<file path="config.mk">
export PLATFORM = sky130hd
export DESIGN_NAME = core_top
export DESIGN_NICKNAME = d
export VERILOG_FILES = /design/src/core_pkg.sv /design/src/core_decode.sv /design/src/idu_id_pipe.sv /design/src/core_regfile.sv /design/src/core_execute.sv /design/src/core_result.sv /design/src/core_top.sv
export SDC_FILE = /design/constraint.sdc
export NUM_CORES = 2
export LEC_CHECK = 0
export ABC_CLOCK_PERIOD_IN_PS = 5950
export BUFFER_PORTS_ARGS = -buffer_cell sky130_fd_sc_hd__buf_2
export CAP_MARGIN = 20
export CORE_UTILIZATION = 40
export DETAILED_ROUTE_END_ITERATION = 12
export MAX_ROUTING_LAYER = met4
export PLACE_DENSITY = 0.64
export SLEW_MARGIN = 20
export SYNTH_ARGS = -nofsm -noshare
export SYNTH_HDL_FRONTEND = slang
export SYNTH_SLANG_ARGS = --single-unit
</file>
<file path="constraint.sdc">
create_clock -name clk -period 5.95 [get_ports clk]
set_input_delay 1.19 -clock clk [delete_from_list [all_inputs] [get_ports clk]]
set_output_delay 1.19 -clock clk [all_outputs]
set_load 0.01 [all_outputs]
</file>
<file path="src/core_pkg.sv">
// ======================================================================
// shared widths and encodings for the RV32I subset pipeline
// only OP, OP-IMM and LUI opcodes are known, anything else is illegal
// ======================================================================
package core_pkg;

    localparam int XLEN       = 32; // data and address width
    localparam int REG_ADDR_W = 5;  // x0..x31
    localparam int INST_W     = 32;

    // major opcodes, bits [6:0] of the instruction
    typedef enum logic [6:0] {
        OPC_OP     = 7'b0110011, // reg-reg
        OPC_OP_IMM = 7'b0010011, // reg-imm
        OPC_LUI    = 7'b0110111
    } opcode_e;

    // alu operations carried down the pipe
    typedef enum logic [3:0] {
        ALU_ADD,
        ALU_SUB,
        ALU_SLL,
        ALU_SLT,
        ALU_SLTU,
        ALU_XOR,
        ALU_SRL,
        ALU_SRA,
        ALU_OR,
        ALU_AND
    } alu_op_e;

endpackage

</file>
<file path="src/core_decode.sv">
// ======================================================================
// combinational decoder and input handshake, ready is simply ~stall
// illegal words become writeless x0+0 adds, rd of x0 never writes
// ======================================================================
module core_decode (
    input  logic                            inst_valid_i,
    output logic                            inst_ready_o,
    input  logic [core_pkg::INST_W-1:0]     inst_i,
    input  logic [core_pkg::XLEN-1:0]       inst_addr_i,
    input  logic                            stall_i,
    output logic                            dec_valid_o,
    output logic [core_pkg::XLEN-1:0]       dec_addr_o,
    output logic                            dec_we_o,
    output logic [core_pkg::REG_ADDR_W-1:0] dec_rd_o,
    output logic [core_pkg::REG_ADDR_W-1:0] dec_rs1_o,
    output logic [core_pkg::REG_ADDR_W-1:0] dec_rs2_o,
    output core_pkg::alu_op_e               dec_op_o,
    output logic                            dec_use_imm_o,
    output logic [core_pkg::XLEN-1:0]       dec_imm_o
);

    core_pkg::opcode_e opc;
    logic [2:0]        funct3;
    logic [6:0]        funct7;
    logic              f7_ok;   // funct7 is zero, or 0100000 on SUB/SRA slots
    logic              legal;
    logic              alt;     // selects SUB over ADD, SRA over SRL

    assign opc    = core_pkg::opcode_e'(inst_i[6:0]);
    assign funct3 = inst_i[14:12];
    assign funct7 = inst_i[31:25];
    assign f7_ok  = (funct7 == 7'b0000000) ||
                    (funct7 == 7'b0100000 && (funct3 == 3'b000 || funct3 == 3'b101));

    assign inst_ready_o = ~stall_i;                // holds off while result is blocked
    assign dec_valid_o  = inst_valid_i & ~stall_i; // accepted this edge
    assign dec_addr_o   = inst_addr_i;
    assign dec_rd_o     = inst_i[11:7];
    assign dec_rs2_o    = inst_i[24:20];
    assign dec_we_o     = legal & (dec_rd_o != '0); // the only x0 write check

    always_comb begin
        legal         = 1'b0;
        alt           = 1'b0;
        dec_rs1_o     = inst_i[19:15];
        dec_use_imm_o = 1'b1;
        dec_imm_o     = {{20{inst_i[31]}}, inst_i[31:20]}; // I-immediate
        case (opc)
            core_pkg::OPC_OP: begin
                legal         = f7_ok;
                alt           = funct7[5];
                dec_use_imm_o = 1'b0;
            end
            core_pkg::OPC_OP_IMM: begin
                legal = (funct3[1:0] != 2'b01) || f7_ok; // shifts check funct7
                alt   = funct7[5] & (funct3 == 3'b101);  // no SUBI
            end
            core_pkg::OPC_LUI: begin
                legal     = 1'b1;
                dec_rs1_o = '0;                        // x0 + U-immediate
                dec_imm_o = {inst_i[31:12], 12'b0};
            end
            default: legal = 1'b0;
        endcase

        case (funct3)
            3'b000:  dec_op_o = alt ? core_pkg::ALU_SUB : core_pkg::ALU_ADD;
            3'b001:  dec_op_o = core_pkg::ALU_SLL;
            3'b010:  dec_op_o = core_pkg::ALU_SLT;
            3'b011:  dec_op_o = core_pkg::ALU_SLTU;
            3'b100:  dec_op_o = core_pkg::ALU_XOR;
            3'b101:  dec_op_o = alt ? core_pkg::ALU_SRA : core_pkg::ALU_SRL;
            3'b110:  dec_op_o = core_pkg::ALU_OR;
            default: dec_op_o = core_pkg::ALU_AND;
        endcase
        if (opc == core_pkg::OPC_LUI) dec_op_o = core_pkg::ALU_ADD;

        if (!legal) begin // illegal word yields x0 + 0
            dec_rs1_o     = '0;
            dec_imm_o     = '0;
            dec_use_imm_o = 1'b1;
            dec_op_o      = core_pkg::ALU_ADD;
        end
    end

endmodule

</file>
<file path="src/idu_id_pipe.sv">
// ======================================================================
// decode to execute register, carries register addresses not data
// holds on stall, loads a writeless bubble when no instruction comes
// ======================================================================
module idu_id_pipe (
    input  logic                            clk,
    input  logic                            rst_n_i,
    input  logic                            stall_i,
    input  logic                            dec_valid_i,
    input  logic [core_pkg::XLEN-1:0]       dec_addr_i,
    input  logic                            dec_we_i,
    input  logic [core_pkg::REG_ADDR_W-1:0] dec_rd_i,
    input  logic [core_pkg::REG_ADDR_W-1:0] dec_rs1_i,
    input  logic [core_pkg::REG_ADDR_W-1:0] dec_rs2_i,
    input  core_pkg::alu_op_e               dec_op_i,
    input  logic                            dec_use_imm_i,
    input  logic [core_pkg::XLEN-1:0]       dec_imm_i,
    output logic                            ex_valid_o,
    output logic [core_pkg::XLEN-1:0]       ex_addr_o,
    output logic                            ex_we_o,
    output logic [core_pkg::REG_ADDR_W-1:0] ex_rd_o,
    output logic [core_pkg::REG_ADDR_W-1:0] ex_rs1_o,
    output logic [core_pkg::REG_ADDR_W-1:0] ex_rs2_o,
    output core_pkg::alu_op_e               ex_op_o,
    output logic                            ex_use_imm_o,
    output logic [core_pkg::XLEN-1:0]       ex_imm_o
);

    always_ff @(posedge clk) begin
        if (!rst_n_i) begin
            ex_valid_o   <= 1'b0;
            ex_addr_o    <= '0;
            ex_we_o      <= 1'b0;
            ex_rd_o      <= '0;
            ex_rs1_o     <= '0;
            ex_rs2_o     <= '0;
            ex_op_o      <= core_pkg::ALU_ADD;
            ex_use_imm_o <= 1'b0;
            ex_imm_o     <= '0;
        end else if (!stall_i) begin                 // stall keeps every field
            ex_valid_o   <= dec_valid_i;
            ex_we_o      <= dec_valid_i & dec_we_i;   // bubble never writes
            ex_addr_o    <= dec_addr_i;
            ex_rd_o      <= dec_rd_i;
            ex_rs1_o     <= dec_rs1_i;
            ex_rs2_o     <= dec_rs2_i;
            ex_op_o      <= dec_op_i;
            ex_use_imm_o <= dec_use_imm_i;
            ex_imm_o     <= dec_imm_i;
        end
    end

endmodule

</file>
<file path="src/core_regfile.sv">
// ======================================================================
// x1..x31 with two async read ports, x0 is hardwired to zero
// write and read of the same register in one cycle returns old data
// ======================================================================
module core_regfile (
    input  logic                            clk,
    input  logic                            rst_n_i,
    input  logic [core_pkg::REG_ADDR_W-1:0] raddr1_i,
    input  logic [core_pkg::REG_ADDR_W-1:0] raddr2_i,
    input  logic                            we_i,
    input  logic [core_pkg::REG_ADDR_W-1:0] waddr_i,
    input  logic [core_pkg::XLEN-1:0]       wdata_i,
    output logic [core_pkg::XLEN-1:0]       rdata1_o,
    output logic [core_pkg::XLEN-1:0]       rdata2_o
);

    logic [core_pkg::XLEN-1:0] regs [1:31]; // no storage for x0

    always_ff @(posedge clk) begin
        for (int i = 1; i < 32; i++) begin
            if (!rst_n_i)
                regs[i] <= '0;
            else if (we_i && waddr_i == i[core_pkg::REG_ADDR_W-1:0])
                regs[i] <= wdata_i;
        end
    end

    assign rdata1_o = (raddr1_i == '0) ? '0 : regs[raddr1_i];
    assign rdata2_o = (raddr2_i == '0) ? '0 : regs[raddr2_i];

endmodule

</file>
<file path="src/core_execute.sv">
// ======================================================================
// operand read, bypass from the held result, and the ALU
// fully combinational, shift amount is the low 5 bits of operand b
// ======================================================================
module core_execute (
    input  logic                            ex_valid_i,
    input  logic [core_pkg::XLEN-1:0]       ex_addr_i,
    input  logic                            ex_we_i,
    input  logic [core_pkg::REG_ADDR_W-1:0] ex_rd_i,
    input  logic [core_pkg::REG_ADDR_W-1:0] ex_rs1_i,
    input  logic [core_pkg::REG_ADDR_W-1:0] ex_rs2_i,
    input  core_pkg::alu_op_e               ex_op_i,
    input  logic                            ex_use_imm_i,
    input  logic [core_pkg::XLEN-1:0]       ex_imm_i,
    input  logic [core_pkg::XLEN-1:0]       rf_rdata1_i,
    input  logic [core_pkg::XLEN-1:0]       rf_rdata2_i,
    input  logic                            fwd_valid_i,
    input  logic [core_pkg::REG_ADDR_W-1:0] fwd_rd_i,
    input  logic [core_pkg::XLEN-1:0]       fwd_data_i,
    output logic [core_pkg::REG_ADDR_W-1:0] rf_raddr1_o,
    output logic [core_pkg::REG_ADDR_W-1:0] rf_raddr2_o,
    output logic                            exr_valid_o,
    output logic [core_pkg::XLEN-1:0]       exr_addr_o,
    output logic                            exr_we_o,
    output logic [core_pkg::REG_ADDR_W-1:0] exr_rd_o,
    output logic [core_pkg::XLEN-1:0]       exr_data_o
);

    logic [core_pkg::XLEN-1:0] op_a;
    logic [core_pkg::XLEN-1:0] rs2_val;
    logic [core_pkg::XLEN-1:0] op_b;
    logic [4:0]                shamt;

    assign rf_raddr1_o = ex_rs1_i;
    assign rf_raddr2_o = ex_rs2_i;

    // fwd_valid implies a nonzero rd, so x0 never matches
    assign op_a    = (fwd_valid_i && fwd_rd_i == ex_rs1_i) ? fwd_data_i : rf_rdata1_i;
    assign rs2_val = (fwd_valid_i && fwd_rd_i == ex_rs2_i) ? fwd_data_i : rf_rdata2_i;
    assign op_b    = ex_use_imm_i ? ex_imm_i : rs2_val;
    assign shamt   = op_b[4:0];

    always_comb begin
        case (ex_op_i)
            core_pkg::ALU_ADD:  exr_data_o = op_a + op_b;
            core_pkg::ALU_SUB:  exr_data_o = op_a - op_b;
            core_pkg::ALU_SLL:  exr_data_o = op_a << shamt;
            core_pkg::ALU_SLT:  exr_data_o = {31'b0, $signed(op_a) < $signed(op_b)};
            core_pkg::ALU_SLTU: exr_data_o = {31'b0, op_a < op_b};
            core_pkg::ALU_XOR:  exr_data_o = op_a ^ op_b;
            core_pkg::ALU_SRL:  exr_data_o = op_a >> shamt;
            core_pkg::ALU_SRA:  exr_data_o = $unsigned($signed(op_a) >>> shamt);
            core_pkg::ALU_OR:   exr_data_o = op_a | op_b;
            core_pkg::ALU_AND:  exr_data_o = op_a & op_b;
            default:            exr_data_o = '0;
        endcase
    end

    assign exr_valid_o = ex_valid_i;
    assign exr_addr_o  = ex_addr_i;
    assign exr_we_o    = ex_we_i;   // already cleared for bubbles
    assign exr_rd_o    = ex_rd_i;

endmodule

</file>
<file path="src/core_result.sv">
// ======================================================================
// one-entry result slot with valid/ready output, writes back on take
// stall is raised only while a held result is not being taken
// ======================================================================
module core_result (
    input  logic                            clk,
    input  logic                            rst_n_i,
    input  logic                            exr_valid_i,
    input  logic [core_pkg::XLEN-1:0]       exr_addr_i,
    input  logic                            exr_we_i,
    input  logic [core_pkg::REG_ADDR_W-1:0] exr_rd_i,
    input  logic [core_pkg::XLEN-1:0]       exr_data_i,
    input  logic                            res_ready_i,
    output logic                            res_valid_o,
    output logic [core_pkg::XLEN-1:0]       res_addr_o,
    output logic                            res_we_o,
    output logic [core_pkg::REG_ADDR_W-1:0] res_rd_o,
    output logic [core_pkg::XLEN-1:0]       res_data_o,
    output logic                            stall_o,
    output logic                            rf_we_o,
    output logic                            fwd_valid_o
);

    assign stall_o     = res_valid_o & ~res_ready_i;           // blocked slot
    assign rf_we_o     = res_valid_o & res_ready_i & res_we_o; // write on take
    assign fwd_valid_o = res_valid_o & res_we_o;               // not yet in regfile

    always_ff @(posedge clk) begin
        if (!rst_n_i) begin
            res_valid_o <= 1'b0;
            res_we_o    <= 1'b0;
        end else if (!stall_o) begin // empty or taken, next one moves in
            res_valid_o <= exr_valid_i;
            res_we_o    <= exr_we_i;
        end
    end

    always_ff @(posedge clk) begin
        if (!stall_o) begin
            res_addr_o <= exr_addr_i;
            res_rd_o   <= exr_rd_i;
            res_data_o <= exr_data_i;
        end
    end

endmodule

</file>
<file path="src/core_top.sv">
// ======================================================================
// RV32I subset core: decode, pipe register, execute, result, regfile
// two edges from accept to result valid, back-pressure via res_ready_i
// ======================================================================
module core_top (
    input  logic                            clk,
    input  logic                            rst_n_i,
    input  logic                            inst_valid_i,
    output logic                            inst_ready_o,
    input  logic [core_pkg::INST_W-1:0]     inst_i,
    input  logic [core_pkg::XLEN-1:0]       inst_addr_i,
    output logic                            res_valid_o,
    input  logic                            res_ready_i,
    output logic [core_pkg::XLEN-1:0]       res_addr_o,
    output logic                            res_we_o,
    output logic [core_pkg::REG_ADDR_W-1:0] res_rd_o,
    output logic [core_pkg::XLEN-1:0]       res_data_o
);

    logic                            stall;
    logic                            dec_valid, dec_we, dec_use_imm;
    logic [core_pkg::XLEN-1:0]       dec_addr, dec_imm;
    logic [core_pkg::REG_ADDR_W-1:0] dec_rd, dec_rs1, dec_rs2;
    core_pkg::alu_op_e               dec_op;
    logic                            ex_valid, ex_we, ex_use_imm;
    logic [core_pkg::XLEN-1:0]       ex_addr, ex_imm;
    logic [core_pkg::REG_ADDR_W-1:0] ex_rd, ex_rs1, ex_rs2;
    core_pkg::alu_op_e               ex_op;
    logic [core_pkg::REG_ADDR_W-1:0] rf_raddr1, rf_raddr2;
    logic [core_pkg::XLEN-1:0]       rf_rdata1, rf_rdata2;
    logic                            exr_valid, exr_we;
    logic [core_pkg::XLEN-1:0]       exr_addr, exr_data;
    logic [core_pkg::REG_ADDR_W-1:0] exr_rd;
    logic                            rf_we, fwd_valid;

    core_decode u_decode (
        .inst_valid_i (inst_valid_i),
        .inst_ready_o (inst_ready_o),
        .inst_i       (inst_i),
        .inst_addr_i  (inst_addr_i),
        .stall_i      (stall),
        .dec_valid_o  (dec_valid),
        .dec_addr_o   (dec_addr),
        .dec_we_o     (dec_we),
        .dec_rd_o     (dec_rd),
        .dec_rs1_o    (dec_rs1),
        .dec_rs2_o    (dec_rs2),
        .dec_op_o     (dec_op),
        .dec_use_imm_o(dec_use_imm),
        .dec_imm_o    (dec_imm)
    );

    idu_id_pipe u_id_pipe (
        .clk          (clk),
        .rst_n_i      (rst_n_i),
        .stall_i      (stall),
        .dec_valid_i  (dec_valid),
        .dec_addr_i   (dec_addr),
        .dec_we_i     (dec_we),
        .dec_rd_i     (dec_rd),
        .dec_rs1_i    (dec_rs1),
        .dec_rs2_i    (dec_rs2),
        .dec_op_i     (dec_op),
        .dec_use_imm_i(dec_use_imm),
        .dec_imm_i    (dec_imm),
        .ex_valid_o   (ex_valid),
        .ex_addr_o    (ex_addr),
        .ex_we_o      (ex_we),
        .ex_rd_o      (ex_rd),
        .ex_rs1_o     (ex_rs1),
        .ex_rs2_o     (ex_rs2),
        .ex_op_o      (ex_op),
        .ex_use_imm_o (ex_use_imm),
        .ex_imm_o     (ex_imm)
    );

    core_execute u_execute (
        .ex_valid_i  (ex_valid),
        .ex_addr_i   (ex_addr),
        .ex_we_i     (ex_we),
        .ex_rd_i     (ex_rd),
        .ex_rs1_i    (ex_rs1),
        .ex_rs2_i    (ex_rs2),
        .ex_op_i     (ex_op),
        .ex_use_imm_i(ex_use_imm),
        .ex_imm_i    (ex_imm),
        .rf_rdata1_i (rf_rdata1),
        .rf_rdata2_i (rf_rdata2),
        .fwd_valid_i (fwd_valid),
        .fwd_rd_i    (res_rd_o),   // bypass straight from the held result
        .fwd_data_i  (res_data_o),
        .rf_raddr1_o (rf_raddr1),
        .rf_raddr2_o (rf_raddr2),
        .exr_valid_o (exr_valid),
        .exr_addr_o  (exr_addr),
        .exr_we_o    (exr_we),
        .exr_rd_o    (exr_rd),
        .exr_data_o  (exr_data)
    );

    core_regfile u_regfile (
        .clk     (clk),
        .rst_n_i (rst_n_i),
        .raddr1_i(rf_raddr1),
        .raddr2_i(rf_raddr2),
        .we_i    (rf_we),
        .waddr_i (res_rd_o),
        .wdata_i (res_data_o),
        .rdata1_o(rf_rdata1),
        .rdata2_o(rf_rdata2)
    );

    core_result u_result (
        .clk        (clk),
        .rst_n_i    (rst_n_i),
        .exr_valid_i(exr_valid),
        .exr_addr_i (exr_addr),
        .exr_we_i   (exr_we),
        .exr_rd_i   (exr_rd),
        .exr_data_i (exr_data),
        .res_ready_i(res_ready_i),
        .res_valid_o(res_valid_o),
        .res_addr_o (res_addr_o),
        .res_we_o   (res_we_o),
        .res_rd_o   (res_rd_o),
        .res_data_o (res_data_o),
        .stall_o    (stall),
        .rf_we_o    (rf_we),
        .fwd_valid_o(fwd_valid)
    );

endmodule

</file>
==> impl_metrics.ini <==
[status]
status = finished clean

[finish]
drive_above_1_share = 0.271
nets = 5921
area_delta_synth_final_pct = 16.4
fin_area_sq_um = 79300
layoutNonFillerInstCount = 8093
finish.utilization = 0.469

[floorplanning]
top_level_ports = 140
std_cell_rows = 151
core_sq_um = 169000
dieArea_sq_um = 172000
fp.dieH_um = 415
start_util = 0.402
fp.dieW_um = 415

[sta]
setup-violations-final = 0
hold_viol_final = 0
finalClockSkew_ps = 37.4
slew_violations = 0
fmax_mhz = 169
rsz0062_at_grt = true
worstMarginPinSlew_ps = 1270
relSlewSlack = 0.151
worst_hold_slack_ps = 425
min_period_ps = 5930
fin_crit_sh = 0.997

[yosys]
yosysUniqueCellTypes = 98
yosysWarnings = 0
synthFlopType = edfxtp_1
syn_inst = 5421
avgSynthCellArea_sq_um = 12.6
synth_area_sq_um = 68100
synth_common_cells = edfxtp_1, and2_1, mux4_2
async_flop_share = 0
synth_area_leaders = edfxtp_1, mux4_2, and2_1, mux2i_1, dfxtp_1
yosysSeqAreaShare = 0.496
yosysMostFrequentCell = edfxtp_1
ys_seq_elements = 1159
synth_edf_count = 1061
yosysTopAreaCellShare = 0.468
synth_top_cell_by_area = edfxtp_1
syn-num-nets = 5589

[placement]
routabilityCongestion = 1.05
dp.cells = 7818
dp_hpwl_mm = 192
place_area_sq_um = 74500
io_buffers = 139

[global_routing]
grt_pass1_wl_mm = 389
grt-ovfl-total = 0
grt_pass1_vias = 50400
grt_max_degree = 88
antenna_found_initial = 22
grt_util_all_layers = 0.328

[worst_setup_path]
crit_type = reg -> reg
cp.arrival_ps = 6380
crit_fanout = 12
endpoint_kind = flip-flop
worst-endpoint-required_ps = 6400
start_kind = flip-flop

[detailed_routing]
route.vias.total = 51800
ant_nets = 0
drt-wirelength-per-cell_um = 34.4
drc = 0
initialDrtViolationCount = 7902
wl_mm = 279
avgViaCountPerCell = 6.40
drtPass1Iterations = 6

[clocking]
cts_inserted_buffers = 134
htree_levels = 4
insertion_delay_ps = 810
root_buffer = clkbuf_16
cts_tree = yes
path_clk_slew_ps = 60
cts_buffer_depth = 3
cts_sinks = 1159

[power_and_ir_drop]
p_leak_nw = 28.6
ir_drop_v = 0.000309
total_power_mw = 20.4
p_per_area_nw_per_um2 = 257

[run]
maxCapViolations = 0

[hold_path]
hold_path.class = reg -> reg
[sequential cells by signal, indices dropped and copies added, names as in the netlist, 4 cells and up, named ones only]
| signal | cells |
|---|---|
| u_id_pipe.ex_addr_o | 32 |
| u_id_pipe.ex_imm_o | 32 |
| u_id_pipe.ex_op_o | 4 |
| u_id_pipe.ex_rd_o | 5 |
| u_id_pipe.ex_rs1_o | 5 |
| u_id_pipe.ex_rs2_o | 5 |
| u_regfile.regs | 992 |
| u_result.res_addr_o | 32 |
| u_result.res_data_o | 32 |
| u_result.res_rd_o | 5 |
[power by group]
group	switching [mW]	internal, mW	total, mW
combinational	1.79	0.997	2.78
sequential	0.250	9.18	9.43
clock	3.63	4.55	8.18
[metrics by stage]
stage	setup slack, ps	setup TNS [ps]
2_1_floorplan	19.4	0
3_3_place_gp	-357	-1010
3_5_place_dp	-295	-1260
4_1_cts	20.5	0
5_1_grt	-27.4	-69.7
6_report	20.4	0
[cell families (layout without fill, tap and decap cells)]
logic type      count (synthesis)  after routing  synth area share
simple gates                 1820           1820             0.146
flops                        1159           1159             0.496
compound gates                890            890            0.0876
mux                           825            825             0.210
buf+inv                       605           1044            0.0392
fa+ha+maj                     100            100            0.0186
xor+xnor                       22             22           0.00283
other cells                     0             15                 0
[cell type report]
type	instances	area, sq um
fill	15000	90000
sequential	1159	33900
multi-input combinational	3657	32400
timing repair buffer	699	5610
clock buffer	164	3580
tap	2218	2780
clock inverter	79	671
inverter	102	388
antenna	15	37.5
[layout by cell type (no fill, tap or decap), types with 13 or more instances in the layout]
cell,count
o211ai_1,29
a21oi_1,190
or3_1,23
a22oi_1,64
nand2b_1,24
a21o_1,19
edfxtp_1,1061
nor2_4,13
clkbuf_16,141
inv_1,90
nor3_1,28
nand2_1,297
o21ai_4,32
buf_4,506
a22o_1,14
clkbuf_1,23
o22ai_1,59
o21ai_0,141
mux2_2,52
a2111oi_0,16
nor2_2,16
o221ai_1,23
buf_12,42
buf_2,138
clkinv_2,24
diode_2,15
mux4_2,476
a221oi_1,23
dfxtp_1,89
mux2i_1,292
clkinv_1,26
a31oi_1,19
ha_1,97
nand3_1,51
a211oi_1,85
and2_1,1007
nor2b_1,24
nor2_1,252
a211o_1,16
[path summary, 6_finish.rpt]
kind,from,to,slack [ps],cells past startpoint
worst max-delay path,flip-flop,u_result.res_data_o[25],20,20
worst min-delay path,u_id_pipe.ex_addr_o[21],u_result.res_addr_o[21],430,0
worst max register to register,flip-flop,u_result.res_data_o[25],20,20
worst min register to register,u_id_pipe.ex_addr_o[21],u_result.res_addr_o[21],430,0
[worst max-delay path, cell delays in order (launching register included)]
cell	delay, ps
dfxtp_4	450
buf_16	190
mux4_2	540
mux4_2	590
a21oi_2	270
o21ai_0	160
mux2_2	350
ha_1	330
buf_4	170
nand2_1	110
or3_4	410
or3_1	350
o211ai_1	310
buf_4	190
buf_4	100
buf_4	120
a211o_1	220
a2111oi_1	100
o21ai_0	160
buf_4	150
o2111ai_1	270
[what timing repair did]
item                                    4_1_cts  5_1_grt
pin swaps                                     2        8
endpoints found under the setup margin       12       12
hold buffers                                  0        0
buffers inserted                              1       12
cloned                                        0        3
resized for setup                            14       40
[layer usage]
metal,track usage,routed length (um),up-vias
li1,-,-,21200
met4,0.172,17400,0
met1,0.404,103000,26200
met5,-,0,-
met3,0.0825,31300,804
met2,0.497,127000,3600
Note: power is estimated with default switching activity, not from simulation.
